`src/include/cabinet_defs.svh`:
```
// Cabinet I/O constants

`ifndef CABINET_DEFS_SVH
`define CABINET_DEFS_SVH

// Game identifiers
`define GAME_SDI        8'h01
`define GAME_HVCHAMP    8'h01   // Same table entry as SDI
`define GAME_PASSSHT    8'h02
`define GAME_BULLET     8'h11
`define GAME_PASSSHT2   8'h13
`define GAME_PASSSHT_J  8'h13
`define GAME_DUNKSHOT   8'h14
`define GAME_PASSSHT3   8'h18
`define GAME_DEFENSE    8'h19

// Address regions, bits 13:12
`define REGION_CTRL     2'd0
`define REGION_PORTS    2'd1
`define REGION_DIPS     2'd2
`define REGION_CUSTOM   2'd3

`define SUBSPACE_CUSTOM 2'd2    // Bits 9:8 inside region 3

// Trackball update every 2**6 line blanks
`define TRACK_PERIOD_BITS 6
`define TRACK_RESET_0   12'h10A
`define TRACK_RESET_1   12'h20B
`define TRACK_RESET_2   12'h30C
`define TRACK_RESET_3   12'h40D
`define TRACK_RESET_4   12'h50E
`define TRACK_RESET_5   12'h60F
`define TRACK_RESET_6   12'h701
`define TRACK_RESET_7   12'h802

`endif

```
`src/logic/cabinet_pkg.sv`:
```
// Cabinet I/O types

`default_nettype none

package cabinet_pkg;

    // Port view of the CPU word address, bits 23:1
    typedef struct packed {
        logic [9:0] upper;      // A23..A14
        logic [1:0] region;     // A13..A12
        logic [1:0] gap_hi;     // A11..A10
        logic [1:0] subspace;   // A9..A8
        logic [4:0] gap_lo;     // A7..A3
        logic [1:0] reg_idx;    // A2..A1
    } port_view_t;

    // Trackball view of the same word
    typedef struct packed {
        logic [18:0] upper;     // A23..A5
        logic [2:0]  idx;       // A4..A2
        logic        half;      // A1
    } track_view_t;

    // One address, two decodes
    typedef union packed {
        port_view_t  port;
        track_view_t track;
    } io_addr_u;

endpackage

`default_nettype wire

```
`src/logic/joystick_sorter.sv`:
```
// Joystick sorter

`timescale 1ns/100ps
`default_nettype none

`include "cabinet_defs.svh"

module joystick_sorter (
    input  wire        clk,
    input  wire        rst,
    input  wire  [7:0] game_id,
    input  wire  [7:0] joystick1,
    input  wire  [7:0] joystick2,
    input  wire  [7:0] joystick3,
    input  wire  [7:0] joystick4,
    input  wire  [3:0] start_button,
    input  wire  [3:0] coin_input,
    input  wire        service,
    input  wire        dip_test,
    input  wire  [1:0] port_sel,
    output logic [7:0] port_word,
    output logic [7:0] pass_word,
    output logic [7:0] sys_inputs
);

    logic       game_bullet;
    logic       game_pass;
    logic       game_dunk;
    logic [7:0] std1;
    logic [7:0] std2;
    logic [7:0] std3;
    logic [7:0] sort1, sort2, sort3;

    function automatic logic [7:0] sort_joy(input logic [7:0] joy);
        sort_joy = {joy[1:0], joy[3:2], joy[7], joy[5:4], joy[6]};
    endfunction

    function automatic logic [7:0] pass_joy(input logic [7:0] joy);
        pass_joy = {joy[7:4], joy[1:0], joy[3:2]};
    endfunction

    // Game class, one cycle behind game_id
    always_ff @(posedge clk or posedge rst) begin
        if (rst) begin
            game_bullet <= 1'b0;
            game_pass   <= 1'b0;
            game_dunk   <= 1'b0;
        end else begin
            game_bullet <= game_id == `GAME_BULLET;
            game_pass   <= game_id == `GAME_PASSSHT || game_id == `GAME_PASSSHT2 ||
                           game_id == `GAME_PASSSHT3;
            game_dunk   <= game_id == `GAME_DUNKSHOT;
        end
    end

    assign sys_inputs = {2'b11, start_button[1:0], service, dip_test, coin_input[1:0]};

    // Standard order per player
    assign std1 = sort_joy(joystick1);
    assign std2 = sort_joy(joystick2);
    assign std3 = sort_joy(joystick3);

    // Bullet wants the nibbles swapped
    assign sort1 = game_bullet ? {std1[3:0], std1[7:4]} : std1;
    assign sort2 = game_bullet ? {std2[3:0], std2[7:4]} : std2;
    assign sort3 = {std3[3:0], std3[7:4]};

    always_comb begin
        case (port_sel)
            2'd0: begin
                port_word = sys_inputs;
                if (game_bullet) begin
                    port_word[7] = coin_input[2];
                    port_word[6] = start_button[2];
                end
                if (game_pass || game_dunk) port_word[7:6] = start_button[3:2];
            end
            2'd1: port_word = game_dunk ? {joystick4[5:4], joystick3[5:4],
                                           joystick2[5:4], joystick1[5:4]} : sort1;
            2'd2: port_word = game_bullet ? sort3 : 8'hFF;  // Third player on Bullet only
            default: port_word = sort2;
        endcase
    end

    always_comb begin
        case (port_sel)
            2'd0:    pass_word = pass_joy(joystick1);
            2'd1:    pass_word = pass_joy(joystick2);
            2'd2:    pass_word = pass_joy(joystick3);
            default: pass_word = pass_joy(joystick4);
        endcase
    end

endmodule

`default_nettype wire

```
`src/logic/trackball_counters.sv`:
```
// Trackball counters

`timescale 1ns/100ps
`default_nettype none

`include "cabinet_defs.svh"

module trackball_counters (
    input  wire                   clk,
    input  wire                   rst,
    input  wire                   lhbl,
    input  wire  [15:0]           joyana1,
    input  wire  [15:0]           joyana2,
    input  wire  [15:0]           joyana3,
    input  wire  [15:0]           joyana4,
    input  wire cabinet_pkg::io_addr_u track_sel,
    output logic [7:0]            track_word
);

    logic                          lhbl_q;
    logic                          fall;
    logic [`TRACK_PERIOD_BITS-1:0] line_cnt;
    logic [11:0]                   track [8];
    logic [7:0]                    axis [8];
    logic [11:0]                   sel_cnt;

    // Axis byte to 12-bit step, bit 7 as sign
    function automatic logic [11:0] ext_axis(input logic [7:0] ax);
        ext_axis = {{8{ax[7]}}, ax[6:3]};
    endfunction

    // Even counters take the low byte, odd ones the high byte
    assign axis[0] = joyana1[7:0];
    assign axis[1] = joyana1[15:8];
    assign axis[2] = joyana2[7:0];
    assign axis[3] = joyana2[15:8];
    assign axis[4] = joyana3[7:0];
    assign axis[5] = joyana3[15:8];
    assign axis[6] = joyana4[7:0];
    assign axis[7] = joyana4[15:8];

    assign fall = lhbl_q && !lhbl;

    always_ff @(posedge clk or posedge rst) begin
        if (rst) begin
            lhbl_q   <= 1'b0;
            line_cnt <= '0;
            track[0] <= `TRACK_RESET_0;
            track[1] <= `TRACK_RESET_1;
            track[2] <= `TRACK_RESET_2;
            track[3] <= `TRACK_RESET_3;
            track[4] <= `TRACK_RESET_4;
            track[5] <= `TRACK_RESET_5;
            track[6] <= `TRACK_RESET_6;
            track[7] <= `TRACK_RESET_7;
        end else begin
            lhbl_q <= lhbl;
            if (fall) begin
                line_cnt <= line_cnt + 1'b1;
                if (line_cnt == '0) begin
                    for (int i = 0; i < 8; i++) begin
                        if (i % 2 == 1) track[i] <= track[i] + ext_axis(axis[i]);
                        else            track[i] <= track[i] - ext_axis(axis[i]);
                    end
                end
            end
        end
    end

    assign sel_cnt    = track[track_sel.track.idx];
    assign track_word = track_sel.track.half ? {4'd0, sel_cnt[11:8]} : sel_cnt[7:0];

    // Line count moves only on a blank falling edge
    a_cnt_on_edge: assert property (@(posedge clk) disable iff (rst)
        !fall |=> $stable(line_cnt));

endmodule

`default_nettype wire

```
`src/logic/analog_serial_reader.sv`:
```
// Serial analog reader

`timescale 1ns/100ps
`default_nettype none

module analog_serial_reader (
    input  wire        clk,
    input  wire        rst,
    input  wire [15:0] joyana1,
    input  wire [15:0] joyana2,
    input  wire  [1:0] ana_sel,
    input  wire        ana_load,
    input  wire        ana_shift,
    output logic       ana_bit
);

    logic [8:0] ana_sum;
    logic [7:0] load_val;
    logic [7:0] shift_q;

    // Sign-extended sum of both high bytes
    assign ana_sum = {joyana1[15], joyana1[15:8]} + {joyana2[15], joyana2[15:8]};

    always_comb begin
        case (ana_sel)
            2'd0:    load_val = ana_sum[8:1];  // Average
            2'd1:    load_val = joyana1[15:8];
            2'd2:    load_val = joyana2[15:8];
            default: load_val = 8'hFF;
        endcase
    end

    always_ff @(posedge clk) begin
        if (ana_load) begin
            shift_q <= load_val;
        end else if (ana_shift) begin
            shift_q <= {shift_q[6:0], 1'b0};  // MSB goes out first
        end
    end

    assign ana_bit = shift_q[7];

    // Decoder keeps write and read strobes apart
    a_no_load_shift: assert property (@(posedge clk) disable iff (rst)
        !(ana_load && ana_shift));

endmodule

`default_nettype wire

```
`src/logic/io_decoder.sv`:
```
// Cabinet I/O decoder

`timescale 1ns/100ps
`default_nettype none

`include "cabinet_defs.svh"

module io_decoder (
    input  wire                        clk,
    input  wire                        rst,
    input  wire cabinet_pkg::io_addr_u addr,
    input  wire  [15:0]                cpu_dout,
    input  wire                        lds_n,
    input  wire                        uds_n,
    input  wire                        io_cs,
    input  wire  [7:0]                 game_id,
    input  wire  [7:0]                 dipsw_a,
    input  wire  [7:0]                 dipsw_b,
    input  wire  [15:0]                joyana1,
    input  wire  [15:0]                joyana2,
    input  wire  [15:0]                joyana3,
    input  wire  [15:0]                joyana4,
    input  wire  [7:0]                 port_word,
    input  wire  [7:0]                 pass_word,
    input  wire  [7:0]                 track_word,
    input  wire                        ana_bit,
    output logic [1:0]                 port_sel,
    output cabinet_pkg::io_addr_u      track_sel,
    output logic [1:0]                 ana_sel,
    output logic                       ana_load,
    output logic                       ana_shift,
    output logic [7:0]                 cab_dout,
    output logic                       flip,
    output logic                       video_en
);

    logic       io_cs_q;
    logic       custom_sub;
    logic       any_write;
    logic       hvchamp_acc;
    logic [7:0] rd_byte;

    assign port_sel = addr.port.reg_idx;
    assign ana_sel  = addr.port.reg_idx;

    always_comb begin
        track_sel            = '0;
        track_sel.track.idx  = addr.track.idx;
        track_sel.track.half = addr.track.half;
    end

    assign custom_sub  = addr.port.subspace == `SUBSPACE_CUSTOM;
    assign any_write   = !lds_n || !uds_n;
    assign hvchamp_acc = io_cs && addr.port.region == `REGION_CUSTOM && custom_sub &&
                         game_id == `GAME_HVCHAMP;

    // Load on write, shift once at the start of each read
    assign ana_load  = hvchamp_acc && any_write;
    assign ana_shift = hvchamp_acc && !any_write && !io_cs_q;

    always_comb begin
        rd_byte = 8'hFF;
        case (addr.port.region)
            `REGION_PORTS: rd_byte = port_word;
            `REGION_DIPS:  rd_byte = addr.port.reg_idx[0] ? dipsw_a : dipsw_b;
            `REGION_CUSTOM: begin
                // SDI shares id 1, so Heavy Champion takes it here
                if (game_id == `GAME_HVCHAMP) begin
                    if (ana_shift) rd_byte = {7'd0, ana_bit};
                end else if (game_id == `GAME_PASSSHT_J) begin
                    if (custom_sub) rd_byte = pass_word;
                end else if (game_id == `GAME_DUNKSHOT) begin
                    rd_byte = track_word;
                end else if (game_id == `GAME_SDI || game_id == `GAME_DEFENSE) begin
                    if (custom_sub) begin
                        case (addr.port.reg_idx)
                            2'd0:    rd_byte = joyana1[15:8];
                            2'd1:    rd_byte = joyana2[15:8];
                            2'd2:    rd_byte = joyana3[15:8];
                            default: rd_byte = joyana4[15:8];
                        endcase
                    end
                end
            end
            default: rd_byte = 8'hFF;  // Control region reads open bus
        endcase
    end

    always_ff @(posedge clk or posedge rst) begin
        if (rst) begin
            io_cs_q  <= 1'b0;
            cab_dout <= 8'hFF;
            flip     <= 1'b0;
            video_en <= 1'b1;
        end else begin
            io_cs_q  <= io_cs;
            cab_dout <= io_cs ? rd_byte : 8'hFF;
            if (io_cs && addr.port.region == `REGION_CTRL && !lds_n) begin
                flip     <= cpu_dout[6];
                video_en <= cpu_dout[5];
            end
        end
    end

    // Bus idles high between accesses
    a_idle_ff: assert property (@(posedge clk) disable iff (rst)
        !io_cs |=> cab_dout == 8'hFF);

endmodule

`default_nettype wire

```
`src/logic/cabinet_io.sv`:
```
// Cabinet I/O top level

`timescale 1ns/100ps
`default_nettype none

module cabinet_io (
    input  wire                        clk,
    input  wire                        rst,
    input  wire                        lhbl,
    input  wire  [7:0]                 game_id,
    input  wire cabinet_pkg::io_addr_u addr,
    input  wire  [15:0]                cpu_dout,
    input  wire                        lds_n,
    input  wire                        uds_n,
    input  wire                        io_cs,
    input  wire                        dip_test,
    input  wire  [7:0]                 dipsw_a,
    input  wire  [7:0]                 dipsw_b,
    input  wire  [7:0]                 joystick1,
    input  wire  [7:0]                 joystick2,
    input  wire  [7:0]                 joystick3,
    input  wire  [7:0]                 joystick4,
    input  wire  [15:0]                joyana1,
    input  wire  [15:0]                joyana2,
    input  wire  [15:0]                joyana3,
    input  wire  [15:0]                joyana4,
    input  wire  [3:0]                 start_button,
    input  wire  [3:0]                 coin_input,
    input  wire                        service,
    output logic [7:0]                 sys_inputs,
    output logic [7:0]                 cab_dout,
    output logic                       flip,
    output logic                       video_en
);

    import cabinet_pkg::*;

    io_addr_u   track_sel;
    logic [1:0] port_sel;
    logic [1:0] ana_sel;
    logic       ana_load;
    logic       ana_shift;
    logic       ana_bit;
    logic [7:0] port_word;
    logic [7:0] pass_word;
    logic [7:0] track_word;

    joystick_sorter u_sorter (
        .clk(clk), .rst(rst), .game_id(game_id),
        .joystick1(joystick1), .joystick2(joystick2),
        .joystick3(joystick3), .joystick4(joystick4),
        .start_button(start_button), .coin_input(coin_input),
        .service(service), .dip_test(dip_test), .port_sel(port_sel),
        .port_word(port_word), .pass_word(pass_word), .sys_inputs(sys_inputs)
    );

    trackball_counters u_track (
        .clk(clk), .rst(rst), .lhbl(lhbl),
        .joyana1(joyana1), .joyana2(joyana2), .joyana3(joyana3), .joyana4(joyana4),
        .track_sel(track_sel), .track_word(track_word)
    );

    analog_serial_reader u_ana (
        .clk(clk), .rst(rst), .joyana1(joyana1), .joyana2(joyana2),
        .ana_sel(ana_sel), .ana_load(ana_load), .ana_shift(ana_shift),
        .ana_bit(ana_bit)
    );

    io_decoder u_dec (
        .clk(clk), .rst(rst), .addr(addr), .cpu_dout(cpu_dout),
        .lds_n(lds_n), .uds_n(uds_n), .io_cs(io_cs), .game_id(game_id),
        .dipsw_a(dipsw_a), .dipsw_b(dipsw_b),
        .joyana1(joyana1), .joyana2(joyana2), .joyana3(joyana3), .joyana4(joyana4),
        .port_word(port_word), .pass_word(pass_word), .track_word(track_word),
        .ana_bit(ana_bit), .port_sel(port_sel), .track_sel(track_sel),
        .ana_sel(ana_sel), .ana_load(ana_load), .ana_shift(ana_shift),
        .cab_dout(cab_dout), .flip(flip), .video_en(video_en)
    );

endmodule

`default_nettype wire

```
`config.mk`:
```
export PLATFORM = sky130hd
export DESIGN_NAME = cabinet_io
export DESIGN_NICKNAME = d
export VERILOG_FILES = /design/src/logic/cabinet_pkg.sv /design/src/logic/joystick_sorter.sv /design/src/logic/trackball_counters.sv /design/src/logic/analog_serial_reader.sv /design/src/logic/io_decoder.sv /design/src/logic/cabinet_io.sv
export VERILOG_INCLUDE_DIRS = /design/src /design/src/include
export SDC_FILE = /design/constraint.sdc
export NUM_CORES = 1
export LEC_CHECK = 0
export BUFFER_PORTS_ARGS = -buffer_cell sky130_fd_sc_hd__buf_2
export CORE_MARGIN = 4
export CORE_UTILIZATION = 48
export CTS_CLUSTER_SIZE = 40
export DETAILED_ROUTE_END_ITERATION = 10
export PLACE_DENSITY = 0.76
export SYNTH_ARGS = -nofsm -noshare
export SYNTH_HDL_FRONTEND = slang
export SYNTH_HIERARCHICAL = 1
export SYNTH_SLANG_ARGS = --single-unit
```
`constraint.sdc`:
```
create_clock -name clk -period 5.2 [get_ports clk]
set_clock_uncertainty 0.2 [all_clocks]
set_input_delay 0.26 -clock clk [delete_from_list [all_inputs] [get_ports clk]]
set_output_delay 0.26 -clock clk [all_outputs]
set_load 0.01 [all_outputs]
```
# Yosys cells after proc, flatten, opt, wreduce, memory -nomap -nowiden
# Cells that the tools add are included.
[word_totals]
regBits = 125
wordCells = 93
[op_classes]
n_addsub = 10
n_lt_le_gt_ge = 1
n_eq_ne = 13
muxes = 26
n_bitwise = 1
reduce_logical = 24
[ops]
columns = ["cell", "n"]
rows = [
  ["two-way mux 8 bit", 16],
  ["one-hot mux 8 bit (3 select lines)", 5],
  ["adder 12 bit", 4],
  ["subtractor 12 bit", 4],
  ["== test 8 x 5 -> 1 bit, second input constant", 5],
  ["binary-select mux 12 bit (select 3 bit)", 1],
  ["two-way mux 12 bit", 2],
  ["adder 8 x 8 -> 9 bit", 1],
  ["logical AND 1 bit", 9],
  ["== test 2 bit, second input constant", 4],
  ["== test 8 x 1 -> 1 bit, second input constant", 1],
  ["== test 8 x 2 -> 1 bit, second input constant", 1],
  ["adder 6 x 1 -> 6 bit, second input constant", 1],
  ["zero test 6 bit", 1],
  ["zero test 1 bit", 5],
  ["logical OR 1 bit", 5],
  ["== test 2 x 1 -> 1 bit, second input constant", 2],
  [">= comparator 4 bit, second input constant", 1],
  ["zero test 2 bit", 2],
  ["two-way mux 2 bit", 2],
  ["NOT 3 -> 4 bit", 1],
  ["AND reduction 2 bit", 1],
  ["nonzero test 2 bit", 1],
]

# Depth between registers and ports, before layout
# Gate-level depths: netlist (run 1).
[logic_depth]
ltp_word = 10
ltp_mapped = 10
mapped_depth_nobuf = 9

# Modules after synthesis
# Netlist (run 1), hierarchy kept.
[by_module_without_submodules]
columns = ["module", "instances", "cells_per_inst", "area_each_um2"]
rows = [
  ["trackball_counters", 1, 887, 8334.2],
  ["io_decoder", 1, 162, 1503.9],
  ["joystick_sorter", 1, 111, 962.2],
  ["analog_serial_reader", 1, 101, 848.3],
]

# Worst setup path after synthesis (run 1)
# No wires, ideal clock.
[synth_path]
path_type = "input to register"
startpoint = "input game_id[5]"
endpoint = "register u_ana.shift_q[2], data pin"
setup_ns = 0.270
arrival_ns = 2.218
required_time_ns = 4.730
slack_ns = 2.512
path_stages = 7
path_buffers = 1
path_cell_list = "or3_1 -> or4b_4 -> nor4b_1 -> clkbuf_1 -> nand2_1 -> o32ai_1 -> a31oi_1"
[synth_between]
elab_chain_cells = 4
[synth_lines]
columns = ["element", "line_no", "rtl"]
rows = [
  ["from (decl)", "cabinet_io.sv:10", "input wire [7:0] game_id,"],
  ["== test 8 x 1 -> 1 bit (no line)", "n/a", ""],
  ["logical AND 1 bit (no line)", "n/a", ""],
  ["logical AND 1 bit", "io_decoder.sv:58", "assign ana_load = hvchamp_acc && any_write;"],
  ["via ana_load", "cabinet_io.sv:41", "logic ana_load;"],
  ["two-way mux 8 bit", "analog_serial_reader.sv:34", "if (ana_load) begin"],
  ["to (signal assigned)", "analog_serial_reader.sv:35", "shift_q <= load_val;"],
  ["to (signal assigned)", "analog_serial_reader.sv:37", "shift_q <= {shift_q[6:0], 1'b0};"],
  ["to (decl)", "analog_serial_reader.sv:19", "logic [7:0] shift_q;"],
]
# The timed path passes the listed nets, and every way through them passes these cells.
# A chain may end at the register's enable or synchronous reset.

# Worst setup path in the final report (run 1)
[layout_path]
startpoint = "input game_id[5]"
endpoint = "register u_ana.shift_q[5], data pin"
# The elaborated chain is that of the path after synthesis.

==> reports/metrics.cfg, run 1 <==
[status]
run_status=finished, final reports clean

[floorplanning]
core_um2=23500
dieArea_um2=26500
rows=56
dieWidth_um=163
die_h_um=163
start_util=0.489
ioPinCount=193

[route]
drt_iter0_markers=752
dr.pass1.iters=5
vias_per_cell=5.92
drcViolationCount=0
ant_nets=0
wl_per_cell_um=17.9
drt_wl_total_um=30300
vias=10000

[grt]
grt_usage=0.225
overflow=0
antenna_found_initial=1
grt_pass1_wl_um=48100
grt_pass1_vias=9415
grt_start_max_net_pins=174

[setup_path]
endpoint_kind=register
crit_type=input port to register
critPathLaunchType=input port
critPathArrivalTime_ns=3.30
path_max_fanout=13
r2r-start=u_sorter/game_bullet
crit_start=game_id[5]
required_ns=5.29

[logic_synthesis]
syn_area_per_cell_um2=9.27
syn-instance-count=1241
yosysWarnings=6
syn_area_um2=11500

[clock_network]
htree_levels=4
cts_buffer_depth=2
clk_pin_slew_ns=0.06
post_cts_resized=0
cts_setup_buffers=0
clkSinkCount=125
cts_tree=done
cts_root_buf=clkbuf_16
cts_made_buffers=17
clock_latency_ns=0.42

[cells_and_area]
areaGrowthSynthToFinish_pct=14.2
nNetsFinal=1645
drive_gt1_frac=0.210
n_fill_cell=2073
final_util=0.558
num_antenna_cells=0

[power_and_ir_drop]
p_leak_nw=5.93
cellPowerDensity_nw_per_um2=469
peakVddDrop_v=0.000335

[timing]
max_freq_mhz=311
drv_slew=0
fin_crit_sh=0.618
tightestPinTransition_ns=1.15
fin_crit_ns=3.21
grt_setup_unrepaired=false
setup_viol=0
hold-worst-slack_ns=0.0295
timing.setup.tns_ns=0
slew_headroom=0.235
finalHoldViolCount=0

[placed_design]
io_buffers=148
place_congestion=0.898
dpl.hpwl_um=22700

[min_path]
hold_start=lds_n
hold_path_class=input port to register

[run]
maxCapViolCount=0

==> sequential cells by signal (all words and copies together) (netlist names) <==
signal and count:
u_ana/shift_q 8, u_dec/cab_dout 8, u_dec/flip 1, u_dec/io_cs_q 1, u_dec/video_en 1, u_sorter/game_bullet 1, u_sorter/game_dunk 1, u_sorter/game_pass 1
u_track/lhbl_q 1, u_track/line_cnt 6, u_track/track 96
==> worst paths after layout <==
path	cells past startpoint	to	slack, ns
worst max-delay path	10	u_ana/shift_q[5]	1.99
worst min-delay path	3	u_dec/flip	0.03
worst max register to register	7	u_dec/cab_dout[2]	2.35
worst min register to register	1	u_track/track[71]	0.27
max in group asynchronous	4	u_track/line_cnt[2]	3.30
min in group asynchronous	3	u_sorter/game_bullet	0.12
==> cell usage in the layout, fill, tap and decap left out, types with 8 or more instances in the layout <==
| cell | instances |
|---|---|
| o211ai_1 | 17 |
| nor2b_1 | 25 |
| nand2_1 | 163 |
| nor4b_1 | 8 |
| edfxtp_1 | 8 |
| clkbuf_16 | 18 |
| nor3_1 | 16 |
| and3_1 | 16 |
| xor2_1 | 38 |
| a211oi_1 | 23 |
| a22oi_1 | 15 |
| a21o_1 | 31 |
| dfstp_2 | 41 |
| o22ai_1 | 9 |
| o21a_1 | 28 |
| ha_1 | 97 |
| fa_1 | 9 |
| nand2b_1 | 26 |
| mux4_2 | 36 |
| nor2_1 | 43 |
| buf_2 | 148 |
| nand4_1 | 11 |
| a21oi_1 | 74 |
| dlygate4sd3_1 | 21 |
| xnor2_1 | 27 |
| o21ai_1 | 13 |
| inv_1 | 49 |
| mux2i_1 | 31 |
| mux4_1 | 8 |
| dfrtp_1 | 76 |
| o31ai_1 | 9 |
| nand3_1 | 16 |
| o21ai_0 | 102 |
==> worst max-delay path, cell delays in order <==
cell and delay (ns):
dlygate4sd3_1 0.53, buf_2 0.12, or3_1 0.54, or4b_4 0.59, nor4b_2 0.23, buf_4 0.23, nor3b_4 0.32, nand3_1 0.11
mux2_2 0.27, nand3_1 0.09
==> power by group <==
part	leakage [nW]	switching [mW]	internal, mW
Combinational	4.17	1.61	1.40
Clock	0.298	0.451	0.825
Sequential	1.46	0.414	1.46
==> through the flow <==
step           instance area (um^2)  setup WS (ns)  instances  total power, mW
6_report                      13100           1.99       1696             6.17
5_1_grt                       13100           1.86       1696             6.66
4_1_cts                       13100           2.02       1696             6.16
3_5_place_dp                  12300           2.08       1643             4.82
3_3_place_gp                  12300           2.12       1643             4.71
2_1_floorplan                 11500           2.09       1242             4.09
==> metal layers <==
layer	GRT usage	up-vias	wire length, um
li1	-	4846	-
met1	0.291	4804	12800
met2	0.383	337	14800
met3	0.0463	55	1880
met4	0.0679	2	770
met5	0	-	13
==> cell type report <==
cell class | instances | area (um^2) | area share
inverters | 50 | 190 | 0.0145
flip-flops and latches | 125 | 3220 | 0.245
repair buffers | 175 | 1010 | 0.0768
multi-input cells | 995 | 7690 | 0.586
clock inverters | 12 | 166 | 0.0127
clock buffers | 20 | 458 | 0.0349
well taps | 319 | 399 | 0.0304
==> repair_timing <==
item | in CTS | in global routing
hold buffers | 21 | 0
endpoints found under the setup margin | 0 | 0
hold endpoints to repair | 51 | 0
No activity file was read; power rests on OpenSTA's default activity.
==> run 2, diff against run 1 <==
Clock period 5.2 ns to 3.3 ns, I/O delays scaled along.
==> run 2 against run 1 <==
  * Via count grew 0.55%
  * First-iteration DRC count is 38% higher
  * Critical path depth is the same
  * Combinational power is 59% higher
  * Die area stayed put
  * Worst setup slack lost 1.7 ns
  * Clock-buffer cell count rose by 7
  * Highest routed layer is now met4
  * Routed wire length up 2.5%
  * Power up 57%
  * Register-to-register slack worse by 1.7 ns
  * Global-route usage up 0.64 points
  * Largest cell class unchanged
  * Utilization increased by 0.79 points
==> reports/metrics.cfg, run 2 (same netlist as run 1, synthesis figures left out) <==
[timing]
setup_viol=0
fin_ws_ns=0.336
finalHoldViolCount=0
tightestPinTransition_ns=0.827
fin_crit_ns=2.96
fin_crit_sh=0.898
max_freq_mhz=337
drv_slew=0
hold-worst-slack_ns=0.00997
slew_headroom=0.449
grt_setup_unrepaired=false
timing.setup.tns_ns=0

[route]
ant_nets=0
vias_per_cell=5.88
drt_iter0_markers=1041
vias=10100
drt_wl_total_um=31000
dr.pass1.iters=7
drcViolationCount=0
wl_per_cell_um=18.1

[min_path]
hold_path_class=input port to register
worstHoldPathCells=4
hold_end=u_track/track[49]
hold_start=joyana2[12]

[setup_path]
critical_path.most_common_cell=nand3_1
required_ns=3.38
endpoint_kind=register
critical_path_buf_inv_count=3
crit_type=input port to register
r2r_slack_ns=0.68
crit_slowest_cell=or4b_4
max_stage_delay_ns=0.56
rr_endpoint=u_track/track[10]
reg2regPathDepth=8
path_cells=dlygate4sd3_1 > buf_2 > or3_1 > or4b_4 > nor4b_2 > buf_4 > nor3b_4 > nand3_1 > mux2_2 > nand3_1
cp.depth=10
critPathLaunchType=input port
path_max_fanout=13
critical_path.top_delay_family=simple AND/OR/NAND/NOR gates
critPathArrivalTime_ns=3.05
r2r-start=u_track/track[0]

[clock_network]
htree_levels=4
cts_made_buffers=17
cts_buffer_depth=2
clock_latency_ns=0.42
cts_setup_buffers=0
clkSinkCount=125
clk_pin_slew_ns=0.05
cts_tree=done
cts_root_buf=clkbuf_16

[floorplanning]
ioPinCount=193
rows=56
die_h_um=163
start_util=0.489
dieArea_um2=26500
dieWidth_um=163
core_um2=23500

[grt]
grt_usage=0.232
overflow=0
grt_pass1_wl_um=49600
grt_pass1_vias=9851
antenna_found_initial=1
grt_start_max_net_pins=174

[power_and_ir_drop]
cellPowerDensity_nw_per_um2=726
p_total_mw=9.68
peakVddDrop_v=0.000456
p_leak_nw=6.02

[placed_design]
place_congestion=0.911
pre_cts_ws_ns=0.525
dp.cells=1650
io_buffers=148
post_dp_cell_area_um2=12400
dpl.hpwl_um=23300

[status]
run_status=finished, final reports clean

[cells_and_area]
fin_area_um2=13300
nNetsFinal=1666
layout_common_cells=163 x nand2_1, 148 x buf_2, 102 x o21ai_0
top_register=u_track/track
top_regs=u_track/track (96), u_ana/shift_q (8), u_dec/cab_dout (8)
stdcell_count=1718
largest_reg_flops=96
layout_commonest_cell=nand2_1
final_util=0.566
drive_gt1_frac=0.211
areaGrowthSynthToFinish_pct=15.8

[run]
maxCapViolCount=0

[run 2: cell type report]
type	count	area, um^2
clock buffer	27	523
antenna	1	2.50
timing repair buffer	196	1210
clock inverter	5	80.1
sequential	125	3220
multi-input combinational	995	7690
tap	319	399
inverter	50	190
fill	2049	10200
[run 2: power by group]
part	internal, mW	leakage [nW]	switching [mW]	total (mW)
clock network	1.23	0.290	0.691	1.92
logic	2.23	4.27	2.56	4.79
registers	2.30	1.46	0.662	2.96
total	5.77	6.02	3.91	9.68
[run 2: what timing repair did]
item / in CTS / in global routing
endpoints found under the hold margin: 83 / 0
hold buffers: 35 / 0
gates resized for setup: 0 / 0
[run 2: how the worst max path moves through the flow]
stage / startpoint / to / slack (ns)
3_3_place_gp: game_id[5] / u_ana/shift_q[5] / 0.52
5_1_grt: game_id[0] / u_ana/shift_q[0] / 0.17
4_1_cts: game_id[0] / u_ana/shift_q[5] / 0.38
2_1_floorplan: rst / u_track/lhbl_q / 0.28
6_report: game_id[5] / u_ana/shift_q[5] / 0.34
3_5_place_dp: addr[1] / u_dec/cab_dout[2] / 0.53
[run 2: worst register-to-register path, stage by stage (launching register included)]
cell and delay, ns:
dfrtp_1 0.40, ha_1 0.24, fa_1 0.43, a211oi_1 0.24
nor2_1 0.10, o31a_1 0.29, a221o_1 0.34, xnor2_1 0.15
o21ai_1 0.08
[run 2: layer usage]
| metal | GRT usage | up-vias | part of all wire |
|---|---|---|---|
| li1 | - | 4898 | - |
| met1 | 0.291 | 4824 | 0.42 |
| met2 | 0.402 | 318 | 0.49 |
| met3 | 0.0453 | 59 | 0.063 |
| met4 | 0.0747 | 0 | 0.027 |
| met5 | 0 | - | 0 |
